`src/design/text_layer_macros.svh`:
```
`ifndef TEXT_LAYER_MACROS_SVH
`define TEXT_LAYER_MACROS_SVH

// visible pixels per scanline
`define TEXT_LINE_WIDTH 320

// 40 visible columns plus one for the fine scroll spill
`define TEXT_TILE_COLS 41

// fixed offset the hardware adds to every scroll word
`define TEXT_SCROLL_BIAS 6'h2B

// text pens live in the upper half of the palette
`define TEXT_PAL_BASE 11'h400

`endif

```
`src/design/text_video_pkg.sv`:
```
package text_video_pkg;

    // horizontal counter or line buffer location
    typedef logic [8:0] hpos_t;

    typedef logic [8:0] vpos_t;  // scanline number

    // strobes and counters from the video timing generator
    typedef struct packed {
        logic  hb;         // horizontal blank
        logic  vb;         // vertical blank
        logic  active;     // visible area
        logic  pixel_cen;  // one pulse per output pixel
        vpos_t vrender;    // line being rendered
        hpos_t h;          // playback position
    } video_timing_t;

endpackage

```
`src/design/text_tile_pkg.sv`:
```
package text_tile_pkg;

    // one text VRAM word
    typedef struct packed {
        logic [5:0] bank;   // colour bank
        logic [9:0] index;  // tile number in the text ROM
    } tile_code_t;

    // eight pens of one tile row, leftmost pen in the top nibble
    typedef logic [31:0] tile_row_t;

    typedef logic [3:0] pen_t;

    // palette index sent to the mixer
    typedef logic [10:0] text_pixel_t;

    // pen at column idx of a tile row, 0 is the leftmost
    function automatic pen_t row_pen(tile_row_t row, logic [2:0] idx);
        logic [2:0] nib;
        nib = 3'd7 - idx;
        return row[4 * nib +: 4];
    endfunction

endpackage

```
`src/design/text_line_if.sv`:
```
interface text_line_if;

    logic        line_valid;   // single cycle, descriptor below is valid
    logic [11:0] row_base;     // first VRAM word of the 64 column row
    logic [5:0]  start_col;    // coarse scroll in tiles
    logic [2:0]  fine_scroll;  // pixels dropped from the first tile
    logic [2:0]  tile_line;    // row inside each 8x8 tile

    modport setup (
        output line_valid,
        output row_base,
        output start_col,
        output fine_scroll,
        output tile_line
    );

    modport fetch (
        input line_valid,
        input row_base,
        input start_col,
        input fine_scroll,
        input tile_line
    );

endinterface

```
`src/design/text_tile_fetch.sv`:
```
`include "text_layer_macros.svh"

module text_tile_fetch (
    input  logic                       clk96,
    input  logic                       reset96,
    text_line_if.fetch                 line,
    input  logic                       flipx,
    output logic [11:0]                vram_addr,
    input  text_tile_pkg::tile_code_t  vram_data,
    output logic [13:0]                rom_addr,
    input  logic [15:0]                rom_data,
    output logic                       wr_en,
    output text_video_pkg::hpos_t      wr_addr,
    output text_tile_pkg::text_pixel_t wr_data
);

    typedef enum logic [1:0] {
        IDLE,
        FETCH,
        WRITE
    } state_t;

    state_t                     state;
    logic [2:0]                 step;  // cycle in FETCH, pen index in WRITE
    logic [5:0]                 col;
    logic                       last_col;
    logic [5:0]                 next_col;

    // descriptor held for the whole line
    logic [11:0]                row_base_q;
    logic [5:0]                 start_col_q;
    logic [2:0]                 fine_q;
    logic [2:0]                 tile_line_q;

    logic [5:0]                 bank_q;
    text_tile_pkg::tile_row_t   row_q;
    text_tile_pkg::pen_t        pen;
    logic signed [10:0]         pos;
    logic                       in_line;
    text_video_pkg::hpos_t      dest;
    text_tile_pkg::text_pixel_t colour;

    assign last_col = (col == `TEXT_TILE_COLS - 1);
    assign next_col = col + 6'd1 + start_col_q;  // wraps at 64 columns

    // screen x is 8*col + pen index, minus the fine scroll
    assign pos     = $signed({2'b00, col, step}) - $signed({8'b00000000, fine_q});
    assign in_line = (pos >= 0) && (pos < `TEXT_LINE_WIDTH);
    assign dest    = flipx ? text_video_pkg::hpos_t'(`TEXT_LINE_WIDTH - 1) - pos[8:0]
                           : pos[8:0];

    assign pen    = text_tile_pkg::row_pen(row_q, step);
    assign colour = (pen == 4'd0) ? '0 : (`TEXT_PAL_BASE | {1'b0, bank_q, pen});

    always_ff @(posedge clk96 or posedge reset96) begin
        if (reset96) begin
            state     <= IDLE;
            step      <= '0;
            col       <= '0;
            vram_addr <= '0;
            rom_addr  <= '0;
            wr_en     <= 1'b0;
        end else begin
            wr_en <= (state == WRITE) && in_line;
            case (state)
                IDLE: begin
                    if (line.line_valid) begin
                        state     <= FETCH;
                        step      <= '0;
                        col       <= '0;
                        vram_addr <= line.row_base + {6'b000000, line.start_col};
                    end
                end
                FETCH: begin
                    step <= step + 3'd1;
                    case (step)
                        3'd2: rom_addr <= {vram_data.index, tile_line_q, 1'b0};  // upper half
                        3'd3: rom_addr <= {rom_addr[13:1], 1'b1};  // lower half
                        3'd5: begin
                            state <= WRITE;
                            step  <= '0;
                        end
                        default: ;
                    endcase
                end
                WRITE: begin
                    step <= step + 3'd1;
                    if (step == 3'd7) begin
                        if (last_col) begin
                            state <= IDLE;
                        end else begin
                            state     <= FETCH;
                            col       <= col + 6'd1;
                            vram_addr <= row_base_q + {6'b000000, next_col};
                        end
                    end
                end
                default: state <= IDLE;
            endcase
        end
    end

    always_ff @(posedge clk96) begin
        if (state == IDLE && line.line_valid) begin
            row_base_q  <= line.row_base;
            start_col_q <= line.start_col;
            fine_q      <= line.fine_scroll;
            tile_line_q <= line.tile_line;
        end
        if (state == FETCH && step == 3'd2)
            bank_q <= vram_data.bank;
        if (state == FETCH && step == 3'd5)
            row_q[31:16] <= rom_data;  // pens 0..3
        // low half lands while pen 0 is being written
        if (state == WRITE && step == 3'd0)
            row_q[15:0] <= rom_data;
        wr_addr <= dest;
        wr_data <= colour;
    end

    a_wr_in_line: assert property (
        @(posedge clk96) disable iff (reset96)
        wr_en |-> wr_addr < `TEXT_LINE_WIDTH
    ) else $error("line buffer write outside the visible line");

    // columns wrap inside the 64 word row picked by the select table
    a_vram_in_row: assert property (
        @(posedge clk96) disable iff (reset96)
        (state != IDLE) |-> vram_addr[11:6] == row_base_q[11:6]
    ) else $error("VRAM read left the selected row");

endmodule

```
`src/flat_wrapper.sv`:
```
// flat-port wrapper written by rule: the top's interface ports become plain ports
module text_tile_fetch_flat 
  (clk96, reset96, flipx, vram_addr, vram_data, rom_addr, rom_data, wr_en, wr_addr, wr_data, line_line_valid, line_row_base, line_start_col, line_fine_scroll, line_tile_line);
  text_line_if line_i ();
  input  logic clk96;
  input  logic reset96;
  input  logic flipx;
  output logic [11:0] vram_addr;
  input  text_tile_pkg::tile_code_t vram_data;
  output logic [13:0] rom_addr;
  input  logic [15:0] rom_data;
  output logic wr_en;
  output text_video_pkg::hpos_t wr_addr;
  output text_tile_pkg::text_pixel_t wr_data;
  input wire logic [$bits(line_i.line_valid)-1:0] line_line_valid;
  input wire logic [$bits(line_i.row_base)-1:0] line_row_base;
  input wire logic [$bits(line_i.start_col)-1:0] line_start_col;
  input wire logic [$bits(line_i.fine_scroll)-1:0] line_fine_scroll;
  input wire logic [$bits(line_i.tile_line)-1:0] line_tile_line;
  assign line_i.line_valid = line_line_valid;
  assign line_i.row_base = line_row_base;
  assign line_i.start_col = line_start_col;
  assign line_i.fine_scroll = line_fine_scroll;
  assign line_i.tile_line = line_tile_line;
  text_tile_fetch u_core (.clk96(clk96), .reset96(reset96), .line(line_i), .flipx(flipx), .vram_addr(vram_addr), .vram_data(vram_data), .rom_addr(rom_addr), .rom_data(rom_data), .wr_en(wr_en), .wr_addr(wr_addr), .wr_data(wr_data));
endmodule
```
`config.mk`:
```
export PLATFORM = sky130hd
export DESIGN_NAME = text_tile_fetch_flat
export DESIGN_NICKNAME = d
export VERILOG_FILES = /design/src/design/text_video_pkg.sv /design/src/design/text_tile_pkg.sv /design/src/design/text_line_if.sv /design/src/design/text_tile_fetch.sv /design/src/flat_wrapper.sv
export VERILOG_INCLUDE_DIRS = /design/src /design/src/design
export SDC_FILE = /design/constraint.sdc
export NUM_CORES = 1
export LEC_CHECK = 0
export BUFFER_PORTS_ARGS = -buffer_cell sky130_fd_sc_hd__buf_4
export CORE_ASPECT_RATIO = 0.75
export CORE_MARGIN = 2
export CORE_UTILIZATION = 60
export CTS_CLUSTER_SIZE = 20
export DETAILED_ROUTE_END_ITERATION = 8
export PLACE_DENSITY = 0.85
export SLEW_MARGIN = 30
export SYNTH_ARGS = -nofsm -noshare
export SYNTH_HDL_FRONTEND = slang
export SYNTH_SLANG_ARGS = --single-unit
```
`constraint.sdc`:
```
create_clock -name clk96 -period 7.5 [get_ports clk96]
set_input_delay 0 -clock clk96 [delete_from_list [all_inputs] [get_ports clk96]]
set_output_delay 0 -clock clk96 [all_outputs]
set_load 0.02 [all_outputs]
```
==> impl_metrics.yaml <==
timing:
  upper_clock_frequency_limit_mhz: 291
  timing_max_transition_violations_final: 0
  slew-limit-headroom_pct: 33.1
  finalWorstPathRequiredPeriod_ns: 3.44
  setup_repair_after_global_routing_missed_its_margin: "false"
  fin_tns_setup_ns: 0
  post_route_skew_ns: 0.0111
  final_setup_violating_endpoints: 0
  transition_time_of_the_tightest_slew_check_pin_ns: 1.00
  finalHoldViolCount: 0
  finalCritPeriodShare_pct: 45.8
critical_path:
  critical-path-top-delay-family: "adder cells"
  path_max_fanout: 6
  required_ns: 7.77
  cp_cell_sequence: "inv_1, ha_1, ha_1, a21o_1, a21oi_1, o21ai_0, xnor2_1, ha_1, nor3_1, o21a_1, nor3_1, xnor2_1, o211ai_1"
  timing.critical_path.mode_cell: "sky130_fd_sc_hd__ha_1"
  setup.worst_path.class: "reg2reg"
  worst-endpoint-arrival_ns: 3.71
  start_kind: "register"
  worstSetupEndpointType: "register"
  worstPathBufferInverterCount: 1
  timing.critical_path.slowest_stage_cell: "sky130_fd_sc_hd__dfrtp_1"
  cp_slowest_stage_delay_ns: 0.47
power_and_ir_drop:
  power.sequential.fraction_pct: 35.8
  cellPowerDensity_nw_per_um2: 328
  vdd_drop_max_v: 0.000286
  power.switching_uw: 857
  power.switching_fraction_pct: 33.4
  internal_power_mw: 1.71
  total_leakage_power_nw: 3.36
  total_power_mw: 2.56
  clockPowerShare_pct: 32.6
  p_comb_share_pct: 31.6
yosys:
  synth.yosys.seq_area_share_pct: 56.2
  synth-async-reset-ratio_pct: 31.7
  number_of_flip_flops_and_latches_in_the_synthesized_netlist: 120
  post_synth_instance_area_sq_um: 5720
  mapped_avg_cell_area_sq_um: 12.6
  post_synth_inst_count: 454
  number_of_nets_produced_by_synthesis: 554
  synth.distinct_cells: 54
  synth_edf_count: 62
  yosys_warnings: 0
  yosys_most_used_dff: "sky130_fd_sc_hd__edfxtp_1"
die:
  coreArea_sq_um: 9160
  die_w_um: 117
  fp.dieH_um: 88.6
  initial_core_util_pct: 62.5
  dieArea_sq_um: 10300
  floorplan.rows: 30
  io-pin-count: 107
global_route:
  grt_start_max_net_pins: 39
  initial_antenna_violation_count: 0
  groute.usage.overall_pct: 30.7
  grt_first_pass_wirelength_mm: 23.3
  first_global_vias: 4536
  globalRoute.totalOverflow: 0
detailed_routing:
  routedWlPerCell_um: 20.0
  dr_total_vias: 4468
  detailed_route_iter0_violations: 396
  detailed_router_iteration_count_before_antenna_repair: 5
  antenna_violating_nets_post_route: 0
  drt-vias-per-instance: 5.85
  post-route-drc-count: 0
  total_wire_length_mm: 15.3
cells_and_area:
  area_growth_syn_to_layout_pct: 36.5
  inserted_diodes: 0
  stdcell_area_sq_um: 7810
  nets: 723
  seq_area_sq_um: 3210
  drive_above_1_share_pct: 25.2
  multi_input_comb_area_sq_um: 2360
  finalNonFillerCells: 764
  nFillCells: 459
run_status:
  outcome: "finished clean"
clocking:
  cts.clk_slew.worst_paths_ns: 0.06
  clockRootBuffer: "sky130_fd_sc_hd__clkbuf_16"
  clock_insertion_delay_worst_skew_ns: 0.42
  cts-htree-levels: 4
  cts_tree: "yes"
  number_of_buffers_added_by_the_clock_tree_synthesis_step: 17
  cts.path.max_buffers: 2
  cts_repair_resize_count: 0
  cts.sink_count: 120
run:
  maxCapViolCount: 0
placed_design:
  dp.final_hpwl_mm: 9.27
  port-buffer-count: 106
  placedCellCount: 674
  placement.cell_area_sq_um: 6620
  gp_congestion: 0.859
min_path:
  timing.hold.worst.class: "in2reg"
==> tightest hold or removal path, stage by stage <==
cell and delay [ns]:
sky130_fd_sc_hd__buf_4 0.09, sky130_fd_sc_hd__nand2b_1 0.15, sky130_fd_sc_hd__nand2b_1 0.17, sky130_fd_sc_hd__nand2_1 0.10
sky130_fd_sc_hd__o21ai_0 0.07
==> synth_stat cells (9+ instances only) <==
master / instances / area, sq um
sky130_fd_sc_hd__dfrtp_1: 38 / 951
sky130_fd_sc_hd__o21ai_0: 22 / 110
sky130_fd_sc_hd__a21oi_1: 11 / 55.1
sky130_fd_sc_hd__mux2_2: 12 / 135
sky130_fd_sc_hd__xor2_1: 10 / 87.6
sky130_fd_sc_hd__clkbuf_1: 11 / 41.3
sky130_fd_sc_hd__xnor2_1: 23 / 201
sky130_fd_sc_hd__a211oi_1: 9 / 67.6
sky130_fd_sc_hd__nor2_1: 13 / 48.8
sky130_fd_sc_hd__ha_1: 36 / 450
sky130_fd_sc_hd__nand2_1: 39 / 146
sky130_fd_sc_hd__nor3_1: 13 / 65.1
sky130_fd_sc_hd__inv_1: 20 / 75.1
sky130_fd_sc_hd__dfxtp_1: 20 / 400
sky130_fd_sc_hd__edfxtp_1: 62 / 1860
==> layout by cell type (no fill, tap or decap), drive strengths merged, types with 3 or more instances in the layout <==
master       instances
nand2               39
a22o                 4
nor2                13
and2                 7
buf                108
clkinvlp             3
xnor2               23
dfrtp               38
mux2i                6
a21oi               12
nand3                8
a211oi               9
inv                 24
nor4                 6
edfxtp              62
o211ai               6
and3                 3
or4                  3
fa                   4
clkinv               6
mux2                14
nand2b               4
nor2b                4
dlygate4sd3         58
o31ai                3
bufinv               3
clkbuf              18
o21a                 3
nor3                13
dfxtp               20
o21ai               30
xor2                10
mux4                 8
nor4b                3
a21o                 6
ha                  36
==> sequential cells by signal (all words and copies together) (netlist names), 6 cells and up <==
register	flops
u_core.row_q	32
u_core.start_col_q	6
u_core.vram_addr	12
u_core.col	6
u_core.bank_q	6
u_core.wr_addr	9
u_core.row_base_q	12
u_core.wr_data	11
u_core.rom_addr	14
==> final cells by class <==
class / instances / area share [%]
inverters: 22 / 1.06
clock inverters: 14 / 2.24
repair buffers: 166 / 17.8
well taps: 128 / 2.05
flip-flops and latches: 120 / 41.1
multi-input cells: 296 / 30.2
clock buffers: 18 / 5.50
==> power by group through the flow <==
stage,sequential [mW],clock [mW],combinational [mW]
final,0.919,0.836,0.809
after CTS,0.910,0.828,0.790
after floorplan,1.01,0,0.384
after detailed placement,0.919,0,0.754
after global placement,0.914,0,0.721
after global routing,0.928,0.869,0.869
==> final timing paths <==
path	slack [ns]	cells past startpoint	start	end
min reg2reg	0.46	1	u_core.bank_q[1]	u_core.wr_data[5]
min	0.21	5	line_line_valid	u_core.step[1]
max	4.06	13	u_core.col[0]	u_core.vram_addr[11]
min in group asynchronous	0.28	4	reset96	u_core.rom_addr[13]
max reg2reg	4.06	13	u_core.col[0]	u_core.vram_addr[11]
max in group asynchronous	6.86	4	reset96	u_core.step[0]
==> routing by layer <==
metal	vias up	GRT usage (%)	part of all wire, %
met5	-	0	0
met4	0	12.2	2.3
met3	38	7.60	8.7
met2	281	52.9	50
met1	2136	37.6	39
li1	2013	-	-
==> through the flow <==
step	setup WS (ns)	util [%]	hold WS, ns
6_report	4.06	85.3	0.209
5_1_grt	3.85	85.3	0.234
4_1_cts	4.13	85.2	0.169
3_5_place_dp	4.15	72.3	0.164
3_3_place_gp	4.25	72.3	0.148
2_1_floorplan	4.46	-	0.0989
==> what timing repair did <==
item	in CTS	in global routing
hold endpoints to repair	115	0
hold buffers	58	0
setup buffers	0	0
==> cells by family after synthesis <==
kind of cell / Yosys count / share of synthesized area, %
AOI/OAI and AO/OA: 87 / 9.97
xor gates and xnor gates: 33 / 5.05
adders and majority gates: 40 / 9.27
buffers and inverters: 38 / 2.71
DFF: 120 / 56.2
muxes: 28 / 7.35
and+or+nand+nor: 108 / 9.47
No activity file was read; power rests on OpenSTA's default activity.
