### config.mk
export PLATFORM = sky130hd
export DESIGN_NAME = text_line_setup_flat
export DESIGN_NICKNAME = d
export VERILOG_FILES = /design/src/design/text_video_pkg.sv /design/src/design/text_line_if.sv /design/src/design/text_line_setup.sv /design/src/flat_wrapper.sv
export VERILOG_INCLUDE_DIRS = /design/src /design/src/design
export SDC_FILE = /design/constraint.sdc
export NUM_CORES = 1
export LEC_CHECK = 0
export BUFFER_PORTS_ARGS = -buffer_cell sky130_fd_sc_hd__buf_2
export CORE_MARGIN = 2
export CORE_UTILIZATION = 40
export DETAILED_ROUTE_END_ITERATION = 7
export PLACE_DENSITY = 0.87
export SETUP_SLACK_MARGIN = 0.02
export SLEW_MARGIN = 20
export SYNTH_ARGS = -nofsm -noshare
export SYNTH_HDL_FRONTEND = slang
export SYNTH_SLANG_ARGS = --single-unit
### constraint.sdc
create_clock -name clk96 -period 1.5 [get_ports clk96]
set_input_delay 0.075 -clock clk96 [delete_from_list [all_inputs] [get_ports clk96]]
set_output_delay 0.075 -clock clk96 [all_outputs]
set_load 0.05 [all_outputs]
### src/design/text_layer_macros.svh
`ifndef TEXT_LAYER_MACROS_SVH
`define TEXT_LAYER_MACROS_SVH

// visible pixels per scanline
`define TEXT_LINE_WIDTH 320

// 40 visible columns plus one for the fine scroll spill
`define TEXT_TILE_COLS 41

// fixed offset the hardware adds to every scroll word
`define TEXT_SCROLL_BIAS 6'h2B

// text pens live in the upper half of the palette
`define TEXT_PAL_BASE 11'h400

`endif

### src/design/text_video_pkg.sv
package text_video_pkg;

    // horizontal counter or line buffer location
    typedef logic [8:0] hpos_t;

    typedef logic [8:0] vpos_t;  // scanline number

    // strobes and counters from the video timing generator
    typedef struct packed {
        logic  hb;         // horizontal blank
        logic  vb;         // vertical blank
        logic  active;     // visible area
        logic  pixel_cen;  // one pulse per output pixel
        vpos_t vrender;    // line being rendered
        hpos_t h;          // playback position
    } video_timing_t;

endpackage

### src/design/text_line_if.sv
interface text_line_if;

    logic        line_valid;   // single cycle, descriptor below is valid
    logic [11:0] row_base;     // first VRAM word of the 64 column row
    logic [5:0]  start_col;    // coarse scroll in tiles
    logic [2:0]  fine_scroll;  // pixels dropped from the first tile
    logic [2:0]  tile_line;    // row inside each 8x8 tile

    modport setup (
        output line_valid,
        output row_base,
        output start_col,
        output fine_scroll,
        output tile_line
    );

    modport fetch (
        input line_valid,
        input row_base,
        input start_col,
        input fine_scroll,
        input tile_line
    );

endinterface

### src/design/text_line_setup.sv
`include "text_layer_macros.svh"

module text_line_setup (
    input  logic                  clk96,
    input  logic                  reset96,
    input  logic                  hb,
    input  logic                  vb,
    input  text_video_pkg::vpos_t vrender,
    output logic [7:0]            select_addr,
    output logic [7:0]            scroll_addr,
    input  logic [15:0]           select_data,
    input  logic [15:0]           scroll_data,
    text_line_if.setup            line
);

    logic        hb_d;
    logic        hb_fall;
    logic        start;
    logic [2:0]  req_pipe;  // read in flight, one bit per cycle of latency
    logic [15:0] biased;

    assign hb_fall = hb_d & ~hb;
    assign start   = hb_fall & ~vb;  // no renders during vertical blank

    // scroll word as the hardware sees it
    assign biased = scroll_data + 16'(`TEXT_SCROLL_BIAS);

    always_ff @(posedge clk96 or posedge reset96) begin
        if (reset96) begin
            hb_d            <= 1'b0;
            req_pipe        <= '0;
            select_addr     <= '0;
            scroll_addr     <= '0;
            line.line_valid <= 1'b0;
        end else begin
            hb_d     <= hb;
            req_pipe <= {req_pipe[1:0], start};
            if (start) begin
                select_addr <= vrender[7:0];  // both tables indexed by line
                scroll_addr <= vrender[7:0];
            end
            // data is back two cycles after the address
            line.line_valid <= req_pipe[2];
        end
    end

    always_ff @(posedge clk96) begin
        if (req_pipe[2]) begin
            line.row_base    <= {select_data[8:3], 6'b000000};
            line.tile_line   <= select_data[2:0];
            line.start_col   <= biased[8:3];
            line.fine_scroll <= biased[2:0];
        end
    end

    // the fetcher needs at least this gap to see each descriptor once
    a_valid_spacing: assert property (
        @(posedge clk96) disable iff (reset96)
        line.line_valid |=> !line.line_valid [*3]
    ) else $error("line_valid repeated within 3 cycles");

endmodule

### src/flat_wrapper.sv
// flat-port wrapper written by rule: the top's interface ports become plain ports
module text_line_setup_flat 
  (clk96, reset96, hb, vb, vrender, select_addr, scroll_addr, select_data, scroll_data, line_line_valid, line_row_base, line_start_col, line_fine_scroll, line_tile_line);
  text_line_if line_i ();
  input  logic clk96;
  input  logic reset96;
  input  logic hb;
  input  logic vb;
  input  text_video_pkg::vpos_t vrender;
  output logic [7:0] select_addr;
  output logic [7:0] scroll_addr;
  input  logic [15:0] select_data;
  input  logic [15:0] scroll_data;
  output wire logic [$bits(line_i.line_valid)-1:0] line_line_valid;
  output wire logic [$bits(line_i.row_base)-1:0] line_row_base;
  output wire logic [$bits(line_i.start_col)-1:0] line_start_col;
  output wire logic [$bits(line_i.fine_scroll)-1:0] line_fine_scroll;
  output wire logic [$bits(line_i.tile_line)-1:0] line_tile_line;
  assign line_line_valid = line_i.line_valid;
  assign line_row_base = line_i.row_base;
  assign line_start_col = line_i.start_col;
  assign line_fine_scroll = line_i.fine_scroll;
  assign line_tile_line = line_i.tile_line;
  text_line_setup u_core (.clk96(clk96), .reset96(reset96), .hb(hb), .vb(vb), .vrender(vrender), .select_addr(select_addr), .scroll_addr(scroll_addr), .select_data(select_data), .scroll_data(scroll_data), .line(line_i));
endmodule
==> reports/metrics.yaml, run 1 <==
outcome:
  status: "finished clean"
hold_path:
  hold_end: "u_core.line.fine_scroll[0]$_DFFE_PP_"
  hold_path_class: "in -> reg"
  hold_depth: 2
  min_from: "scroll_data[0]"
synth:
  async_flop_share: 0.419
  syn_area_mm2: 0.00125
  synth_flop_cell: "edfxtp_1"
  synth_edf_count: 18
  synth_area_per_cell_um2: 15.7
  ys_types: 21
  ys_seq_area_frac: 0.691
  yosys_warnings: 0
  synth_cells: 80
  synth-seq-cells: 31
pwr:
  max-vdd-ir-drop_uv: 328
  p_total_mw: 2.16
  p_leak_nw: 0.838
  powerDensity_mw_per_mm2: 1200
cells_and_area:
  area_growth_pct: 44.0
  final_cell_mix: "buf_2, dlygate4sd3_1, edfxtp_1, dfrtp_1, mux2_2"
  nNetsFinal: 209
  final_common_cell: "buf_2"
  n_antenna_cell: 0
  drive_above_1_share: 0.506
route:
  routedWlPerCell_um: 12.0
  finalWirelength_mm: 2.50
  dr_total_vias: 874
  firstDrtPassIters: 4
  routed_via_density: 4.20
  drc_errors: 0
  ant_nets: 0
  drt_iter0_drc: 4
placement:
  hpwl_mm: 1.70
  gp_congestion: 0.667
  portBuffers: 64
timing:
  period_needed_ns: 1.38
  fin_crit_sh: 0.918
  tns_ns: 0
  fin_skew_ns: 0.00600
  setup_viol: 0
  rsz0062_at_grt: "false"
  worst_hold_slack_ns: 0.0531
  fmax_mhz: 727
  hold_viol_final: 0
  drv_slew: 0
cts:
  h-tree-depth: 2
  ctsRootBufferMaster: "clkbuf_4"
  cts_resized: 0
  cts.sinks: 31
  numCtsBuffers: 5
  worstSkewPairLatency_ns: 0.31
  cts_tree: "yes"
  clk_pin_slew_ns: 0.09
  ctsHoldBuffers: 20
  cts_max_path_buffers: 2
  postCtsSetupRepairBufs: 0
worst_setup_path:
  crit_type: "in -> reg"
  start_kind: "input pin"
  r2r_end: "u_core.select_addr[5]$_DFFE_PP0P_"
  r2r_setup_slack_ns: 0.23
  r2r.worst_path.cells: 3
  required_ns: 1.69
  critical_path.startpoint: "hb"
  r2r-start: "u_core.hb_d$_DFF_PP0_"
  crit_arrival_ns: 1.57
  cp_max_fo: 6
  crit_path_end_kind: "flip-flop"
global_routing:
  grt_pass1_wl_mm: 3.56
  track_usage: 0.142
  grt-ovfl-total: 0
  grt_pass1_vias: 821
  antenna_found_initial: 0
  grt_max_degree: 20
floorplan:
  die_h_um: 60.0
  core_area_mm2: 0.00303
  io_pins: 86
  num_rows: 20
  chipWidth_um: 60.0
  start_util: 0.414
  die_area_mm2: 0.00360
run:
  maxCapViolations: 0
[worst max-delay path, cell delays in order]
cell	delay (ns)
dlygate4sd3_1	0.53
buf_2	0.13
nor3b_2	0.29
buf_4	0.21
mux2_2	0.34
[flip-flops by register name, indices dropped and copies added, names as in the netlist]
name and flops:
u_core.line.row_base 6, u_core.select_addr 8, u_core.line.tile_line 3, u_core.line.fine_scroll 3
u_core.line.start_col 6, u_core.line.line_valid 1, u_core.req_pipe 3, u_core.hb_d 1
[final cells by class]
class	instances	area, um2
Multi-Input combinational cell	35	275
Clock inverter	1	3.75
Tap cell	44	55.1
Sequential cell	31	866
Timing Repair Buffer	86	536
Clock buffer	7	55.1
Inverter	4	15.0
Fill cell	249	1220
[kinds of logic (layout without fill, tap and decap cells)]
group                    Yosys count  in the layout  synth area share
buffers and inverters             19             98             0.105
other                              1              6           0.00299
adder cells (fa/ha/maj)            1              1           0.00998
multiplexers                       8              8            0.0719
XOR/XNOR                           7              7            0.0489
flip-flops                        31             31             0.691
AND/OR/NAND/NOR                    6              6            0.0309
AO/OA/AOI/OAI                      7              7            0.0399
[report_power, final]
part / switching (mW) / total, mW / internal, mW
Clock: 0.252 / 0.477 / 0.224
Combinational: 0.498 / 0.679 / 0.181
Sequential: 0.0318 / 1.00 / 0.973
[worst max path at each step]
stage,slack (ns),to,cells past startpoint
floorplan,0.46,u_core.select_addr[0]$_DFFE_PP0P_,3
CTS,0.11,u_core.select_addr[5]$_DFFE_PP0P_,5
finish,0.12,u_core.select_addr[5]$_DFFE_PP0P_,5
global placement,0.26,u_core.select_addr[3]$_DFFE_PP0P_,3
global route,0.07,u_core.select_addr[5]$_DFFE_PP0P_,5
detailed placement,0.21,u_core.select_addr[5]$_DFFE_PP0P_,3
[layer usage]
metal / part of all wire / vias to the layer above / GRT usage
met1: 0.35 / 410 / 0.123
li1: - / 422 / -
met3: 0.042 / 4 / 0.0455
met5: 0 / - / 0
met4: 0.017 / 0 / 0.0698
met2: 0.59 / 38 / 0.281
[metrics by stage]
step / setup slack, ns / util / cells / area (um2)
finish: 0.124 / 0.596 / 208 / 1810
global route: 0.0679 / 0.596 / 208 / 1810
CTS: 0.112 / 0.596 / 208 / 1810
detailed placement: 0.214 / 0.511 / 180 / 1550
global placement: 0.259 / 0.511 / 180 / 1550
floorplan: 0.460 / - / 85 / 1270
[Yosys cell counts, types with 2 or more instances]
| master | instances | area [um2] |
|---|---|---|
| a21oi_1 | 2 | 10.0 |
| buf_4 | 14 | 105 |
| dfrtp_1 | 13 | 325 |
| edfxtp_1 | 18 | 541 |
| inv_1 | 4 | 15.0 |
| mux2_2 | 8 | 90.1 |
| nand2b_1 | 2 | 12.5 |
| xnor2_1 | 2 | 17.5 |
| xor2_1 | 5 | 43.8 |
Power figures use the tool's default switching activity.
==> inputs of run 2 (changes only) <==
--- a/config.mk
+++ b/config.mk
@@ -8,11 +8,10 @@
 export LEC_CHECK = 0
 export BUFFER_PORTS_ARGS = -buffer_cell sky130_fd_sc_hd__buf_2
 export CORE_MARGIN = 2
-export CORE_UTILIZATION = 40
+export CORE_UTILIZATION = 36
 export DETAILED_ROUTE_END_ITERATION = 7
-export PLACE_DENSITY = 0.87
+export PLACE_DENSITY = 0.83
 export SETUP_SLACK_MARGIN = 0.02
-export SLEW_MARGIN = 20
 export SYNTH_ARGS = -nofsm -noshare
 export SYNTH_HDL_FRONTEND = slang
 export SYNTH_SLANG_ARGS = --single-unit
==> constraint.sdc (replaced) <==
create_clock -name clk96 -period 1.25 [get_ports clk96]
set_input_delay 0.0625 -clock clk96 [delete_from_list [all_inputs] [get_ports clk96]]
set_output_delay 0.0625 -clock clk96 [all_outputs]
set_load 0.05 [all_outputs]
==> run 2 against run 1 <==
  * Register-to-register slack lost 0.15 ns
  * Non-clock buffer count shrank 1
  * Clock power grew 6.1%
  * Sequential power grew 21%
  * Hold slack lost 0.0090 ns
  * Cell area grew 0.62%
  * Sequential cell count is the same
  * Count of clock-buffer cells in the layout shrank 1
  * First-iteration DRC count grew to 7.3 times the previous value
  * Wire length grew 5.7%
  * Utilization shrank 5.2 points
  * Critical path depth shrank 1
  * Critical path type unchanged
  * Largest cell class unchanged
  * Largest power group unchanged
==> reports/metrics.yaml, run 2 (synthesis results as in run 1) <==
outcome:
  status: "finished clean"
floorplan:
  die_h_um: 63.0  # +5.0%
  die_area_mm2: 0.00397  # +10%
  core_area_mm2: 0.00334  # +10%
  num_rows: 21  # +5.0%
  chipWidth_um: 63.0  # +5.0%
  io_pins: 86  # unchanged
  start_util: 0.376  # -0.0383
hold_path:
  hold_end: "u_core.line.fine_scroll[0]$_DFFE_PP_"
  min_from: "scroll_data[0]"
  hold_path_class: "in -> reg"
  hold_depth: 2  # unchanged
worst_setup_path:
  r2r_end: "u_core.select_addr[0]$_DFFE_PP0P_"
  start_kind: "input pin"
  r2r_setup_slack_ns: 0.08  # -0.15 ns
  r2r-start: "u_core.hb_d$_DFF_PP0_"
  crit_arrival_ns: 1.38  # -0.19 ns
  crit_path_end_kind: "flip-flop"
  cp_max_fo: 4  # -2
  required_ns: 1.45  # -0.24 ns
  crit_type: "in -> reg"
  r2r.worst_path.cells: 3  # unchanged
cts:
  ctsRootBufferMaster: "clkbuf_4"
  cts.sinks: 31  # unchanged
  numCtsBuffers: 5  # unchanged
  postCtsSetupRepairBufs: 0  # unchanged
  cts_tree: "yes"
  h-tree-depth: 2  # unchanged
  clk_pin_slew_ns: 0.08  # about the same
  worstSkewPairLatency_ns: 0.32  # about the same
  cts_max_path_buffers: 2  # unchanged
timing:
  setup_ws_ns: 0.0679  # -0.0557 ns
  rsz0062_at_grt: "false"
  fin_skew_ns: 0.00447  # -0.00153 ns
  drv_slew: 0  # unchanged
  tns_ns: 0  # unchanged
  fmax_mhz: 846
  period_needed_ns: 1.18
  fin_crit_sh: 0.946
  setup_viol: 0  # unchanged
  hold_viol_final: 0  # unchanged
pwr:
  max-vdd-ir-drop_uv: 464  # +42%
  p_leak_nw: 0.837  # about the same
  p_total_mw: 2.54  # +18%
  powerDensity_mw_per_mm2: 1400  # +17%
route:
  finalWirelength_mm: 2.64  # +5.7%
  ant_nets: 0  # unchanged
  drt_iter0_drc: 29  # +25
  firstDrtPassIters: 2  # -2
  routed_via_density: 4.27  # +1.7%
  routedWlPerCell_um: 12.6  # +5.2%
  dr_total_vias: 893  # +2.2%
  drc_errors: 0  # unchanged
cells_and_area:
  fin_util: 0.544  # -0.0518
  reg.largest.list: "u_core.select_addr (8), u_core.line.row_base (6), u_core.line.start_col (6)"
  fill_cells: 300  # +20%
  regArea_um2: 866  # unchanged
  largest_reg_flops: 8  # unchanged
  final_common_cell: "buf_2"
  fin_cells: 209  # +0.48%
  regMostFlops: "u_core.select_addr"
  final_cell_mix: "buf_2, dlygate4sd3_1, edfxtp_1, dfrtp_1, mux2_2"
  n_antenna_cell: 0  # unchanged
  multi_input_area_um2: 282  # +2.3%
  area_growth_pct: 44.9
  nNetsFinal: 208  # -0.48%
  drive_above_1_share: 0.503  # -0.00303
placement:
  place_inst: 182  # +1.1%
  gp_congestion: 0.735  # +10%
  hpwl_mm: 1.90  # +12%
  pre_cts_ws_ns: 0.0146  # -0.199 ns
  portBuffers: 64  # unchanged
global_routing:
  grt_max_degree: 20  # unchanged
  antenna_found_initial: 0  # unchanged
  grt-ovfl-total: 0  # unchanged
  grt_pass1_vias: 906  # +10%
  track_usage: 0.140  # -0.00195
  grt_pass1_wl_mm: 4.06  # +14%
run:
  maxCapViolations: 0  # unchanged
run 2: cell count changes in the layout (fill, tap and decap cells not counted):
cell | previous run | this run
clkinv_1 | 1 | 2
buf_12 | 0 | 1
clkbuf_8 | 1 | 0
buf_6 | 0 | 2
buf_2 | 64 | 63
dlygate4sd3_1 | 20 | 19
buf_4 | 2 | 0
nor3b_2 | 1 | 0
nor3b_4 | 0 | 1
run 2: timing repair:
| item | CTS | global route |
|---|---|---|
| endpoints found under the setup margin | 0 | 5 |
| hold buffers | 19 | 0 |
| resized for setup | 0 | 4 |
| endpoints found under the hold margin | 31 | 0 |
run 2: routing by layer:
| layer | up-vias | track usage | wire [um] |
|---|---|---|---|
| met2 | 49 | 0.230 | 1400 |
| met4 | 0 | 0.119 | 121 |
| met3 | 13 | 0.0432 | 177 |
| met5 | - | 0 | 0 |
| li1 | 419 | - | - |
| met1 | 412 | 0.144 | 944 |
run 2: per-stage QoR:
| stage | hold WS, ns | area (um2) |
|---|---|---|
| 3_3_place_gp | 0.0831 | 1560 |
| 6_report | 0.0441 | 1820 |
| 2_1_floorplan | -0.0605 | 1270 |
| 3_5_place_dp | 0.101 | 1560 |
| 5_1_grt | 0.0177 | 1820 |
| 4_1_cts | 0.0289 | 1800 |
run 2: worst max path at each step:
stage | from | end | slack (ns)
4_1_cts | hb | u_core.select_addr[3]$_DFFE_PP0P_ | 0.04
3_3_place_gp | scroll_data[0] | u_core.line.start_col[5]$_DFFE_PP_ | 0.05
5_1_grt | u_core.hb_d$_DFF_PP0_ | u_core.select_addr[7]$_DFFE_PP0P_ | 0.02
6_report | hb | u_core.select_addr[0]$_DFFE_PP0P_ | 0.07
2_1_floorplan | u_core.hb_d$_DFF_PP0_ | u_core.select_addr[0]$_DFFE_PP0P_ | 0.21
3_5_place_dp | scroll_data[0] | u_core.line.start_col[5]$_DFFE_PP_ | 0.01
run 2: final cells by class:
| type | count | area share |
|---|---|---|
| clock buffer | 6 | 0.0227 |
| inverter | 4 | 0.00826 |
| timing repair buffer | 85 | 0.302 |
| tap | 46 | 0.0317 |
| sequential | 31 | 0.477 |
| multi-input combinational | 35 | 0.155 |
| clock inverter | 2 | 0.00413 |
run 2: power breakdown:
| group | internal [mW] | leakage [nW] | total [mW] | switching, mW |
|---|---|---|---|---|
| sequential | 1.17 | 0.325 | 1.21 | 0.0409 |
| combinational | 0.222 | 0.484 | 0.826 | 0.604 |
| clock | 0.208 | 0.0273 | 0.506 | 0.299 |
| total | 1.60 | 0.837 | 2.54 | 0.943 |
run 2: critical path: stages:
cell and delay, ns:
dlygate4sd3_1 0.59, nor3b_4 0.24, buf_6 0.15, mux2_2 0.34
==> inputs of run 3 (changes only) <==
--- a/config.mk
+++ b/config.mk
@@ -7,10 +7,11 @@
 export NUM_CORES = 1
 export LEC_CHECK = 0
 export BUFFER_PORTS_ARGS = -buffer_cell sky130_fd_sc_hd__buf_2
+export CORE_ASPECT_RATIO = 1.4
 export CORE_MARGIN = 2
-export CORE_UTILIZATION = 36
+export CORE_UTILIZATION = 25
 export DETAILED_ROUTE_END_ITERATION = 7
-export PLACE_DENSITY = 0.83
+export PLACE_DENSITY = 0.64
 export SETUP_SLACK_MARGIN = 0.02
 export SYNTH_ARGS = -nofsm -noshare
 export SYNTH_HDL_FRONTEND = slang
==> run 3 against run 2 <==
  * Cell count increased by 5.7%
  * Sequential power hardly changed
  * Combinational power fell by 3.5%
  * First-iteration DRC count shrank 55%
  * Sequential cell count stayed put
  * Critical path type is now reg -> reg
  * Highest routed layer unchanged
==> reports/metrics.yaml, run 3 (synthesis results as in run 1) <==
pwr:
  p_total_mw: 2.71  # +6.9%
  max-vdd-ir-drop_uv: 403  # -13%
  powerDensity_mw_per_mm2: 1510  # +8.4%
  p_leak_nw: 0.836  # -0.17%
route:
  routed_via_density: 3.68  # -14%
  routedWlPerCell_um: 11.0  # -13%
  ant_nets: 0  # unchanged
  finalWirelength_mm: 2.43  # -7.9%
  dr_total_vias: 814  # -8.8%
  firstDrtPassIters: 3  # +1
  drt_iter0_drc: 13  # -55%
  drc_errors: 0  # unchanged
placement:
  portBuffers: 64  # unchanged
  hpwl_mm: 1.84  # -3.2%
  place_inst: 200  # +9.9%
  pre_cts_ws_ns: 0.0279  # +0.0133 ns
  placed_cell_area_mm2: 0.00157  # +0.64%
  gp_congestion: 0.647  # -12%
global_routing:
  grt_pass1_wl_mm: 3.51  # -14%
  grt_max_degree: 20  # unchanged
  antenna_found_initial: 0  # unchanged
  grt_pass1_vias: 780  # -14%
  grt-ovfl-total: 0  # unchanged
  track_usage: 0.0847  # -0.0552
floorplan:
  die_area_mm2: 0.00561  # +41%
  io_pins: 86  # unchanged
  die_h_um: 87.8  # +39%
  chipWidth_um: 63.9  # +1.3%
  core_area_mm2: 0.00484  # +45%
  num_rows: 30  # +43%
  start_util: 0.259  # -0.117
cells_and_area:
  reg.largest.list: "u_core.select_addr (8), u_core.line.row_base (6), u_core.line.start_col (6)"
  fin_cells: 221  # +5.7%
  nNetsFinal: 202  # -2.9%
  fin_area_mm2: 0.00179  # -1.4%
  n_antenna_cell: 0  # unchanged
  final_cell_mix: "buf_2, edfxtp_1, dfrtp_1, dlygate4sd3_1, mux2_2"
  drive_above_1_share: 0.529  # +0.0256
  fin_util: 0.370  # -0.174
  area_growth_pct: 42.9
  regMostFlops: "u_core.select_addr"
  final_common_cell: "buf_2"
  largest_reg_flops: 8  # unchanged
worst_setup_path:
  crit_path_end_kind: "flip-flop"
  required_ns: 1.40  # -0.05 ns
  cp_max_fo: 7  # +3
  crit_type: "reg -> reg"
  crit_arrival_ns: 1.32  # -0.06 ns
  start_kind: "flip-flop"
timing:
  rsz0062_at_grt: "false"
  fmax_mhz: 858  # +1.4%
  hold_viol_final: 0  # unchanged
  setup_viol: 0  # unchanged
  drv_slew: 0  # unchanged
  fin_skew_ns: 0.00445  # -0.0000237 ns
  worst_pin_slew_ns: 0.510
  tns_ns: 0  # unchanged
  period_needed_ns: 1.17  # -0.0165 ns
  relSlewSlack: 0.660
  worst_hold_slack_ns: 0.0231  # -0.0210 ns
  setup_ws_ns: 0.0844  # +0.0165 ns
  fin_crit_sh: 0.932  # -0.0132
cts:
  worstSkewPairLatency_ns: 0.27  # -0.05 ns
  cts.sinks: 31  # unchanged
  cts_max_path_buffers: 2  # unchanged
  clk_pin_slew_ns: 0.06  # -0.02 ns
  cts_tree: "yes"
  h-tree-depth: 2  # unchanged
  numCtsBuffers: 5  # unchanged
  ctsRootBufferMaster: "clkbuf_8"
hold_path:
  hold_path_class: "in -> reg"
run:
  maxCapViolations: 0  # unchanged
outcome:
  status: "finished clean"
-- run 3: changes by cell type in the layout (fill, tap and decap cells not counted), sizes merged --
cell,previous run,this run
dlygate4sd3,19,11
clkbuf,6,8
dlymetal6s4s,0,1
buf,66,67
clkinv,2,0
-- run 3: routing by layer --
layer  track usage  part of all wire  vias up
met5             0                 0        -
met4        0.0534             0.016        0
met3        0.0321             0.057        2
met2         0.147              0.56       34
met1        0.0852              0.37      373
li1              -                 -      405
-- run 3: path summary, 6_finish.rpt --
check / startpoint / to / slack, ns / cells past startpoint
worst min register to register: u_core.req_pipe[0]$_DFF_PP0_ / u_core.req_pipe[1]$_DFF_PP0_ / 0.35 / 0
max in group asynchronous: reset96 / u_core.line.line_valid$_DFF_PP0_ / 0.53 / 3
worst min-delay path: vrender[0] / u_core.select_addr[0]$_DFFE_PP0P_ / 0.02 / 2
min in group asynchronous: reset96 / u_core.select_addr[0]$_DFFE_PP0P_ / 0.38 / 3
worst max register to register: u_core.hb_d$_DFF_PP0_ / u_core.select_addr[7]$_DFFE_PP0P_ / 0.08 / 3
worst max-delay path: u_core.hb_d$_DFF_PP0_ / u_core.select_addr[7]$_DFFE_PP0P_ / 0.08 / 3
-- run 3: cell type report --
type,instances,area (um2)
clock buffers,8,80.1
fillers,487,3050
inverters,4,15.0
multi-input cells,35,282
flip-flops and latches,31,866
well taps,64,80.1
repair buffers,79,469
-- run 3: repair_timing --
| action | in CTS | in global routing |
|---|---|---|
| hold buffers | 12 | 0 |
| setup buffers | 0 | 1 |
| gates resized for setup | 0 | 3 |
| endpoints found under the hold margin | 24 | 0 |
| endpoints found under the setup margin | 0 | 8 |
-- run 3: power breakdown --
group | internal (mW) | leakage [nW] | switching (mW)
Sequential | 1.17 | 0.325 | 0.0397
Clock | 0.394 | 0.0395 | 0.314
Combinational | 0.204 | 0.471 | 0.593
-- run 3: critical path, cell delays in order (launching register included) --
cell	delay [ns]
dfrtp_1	0.33
nor3b_4	0.21
buf_6	0.16
mux2_2	0.34
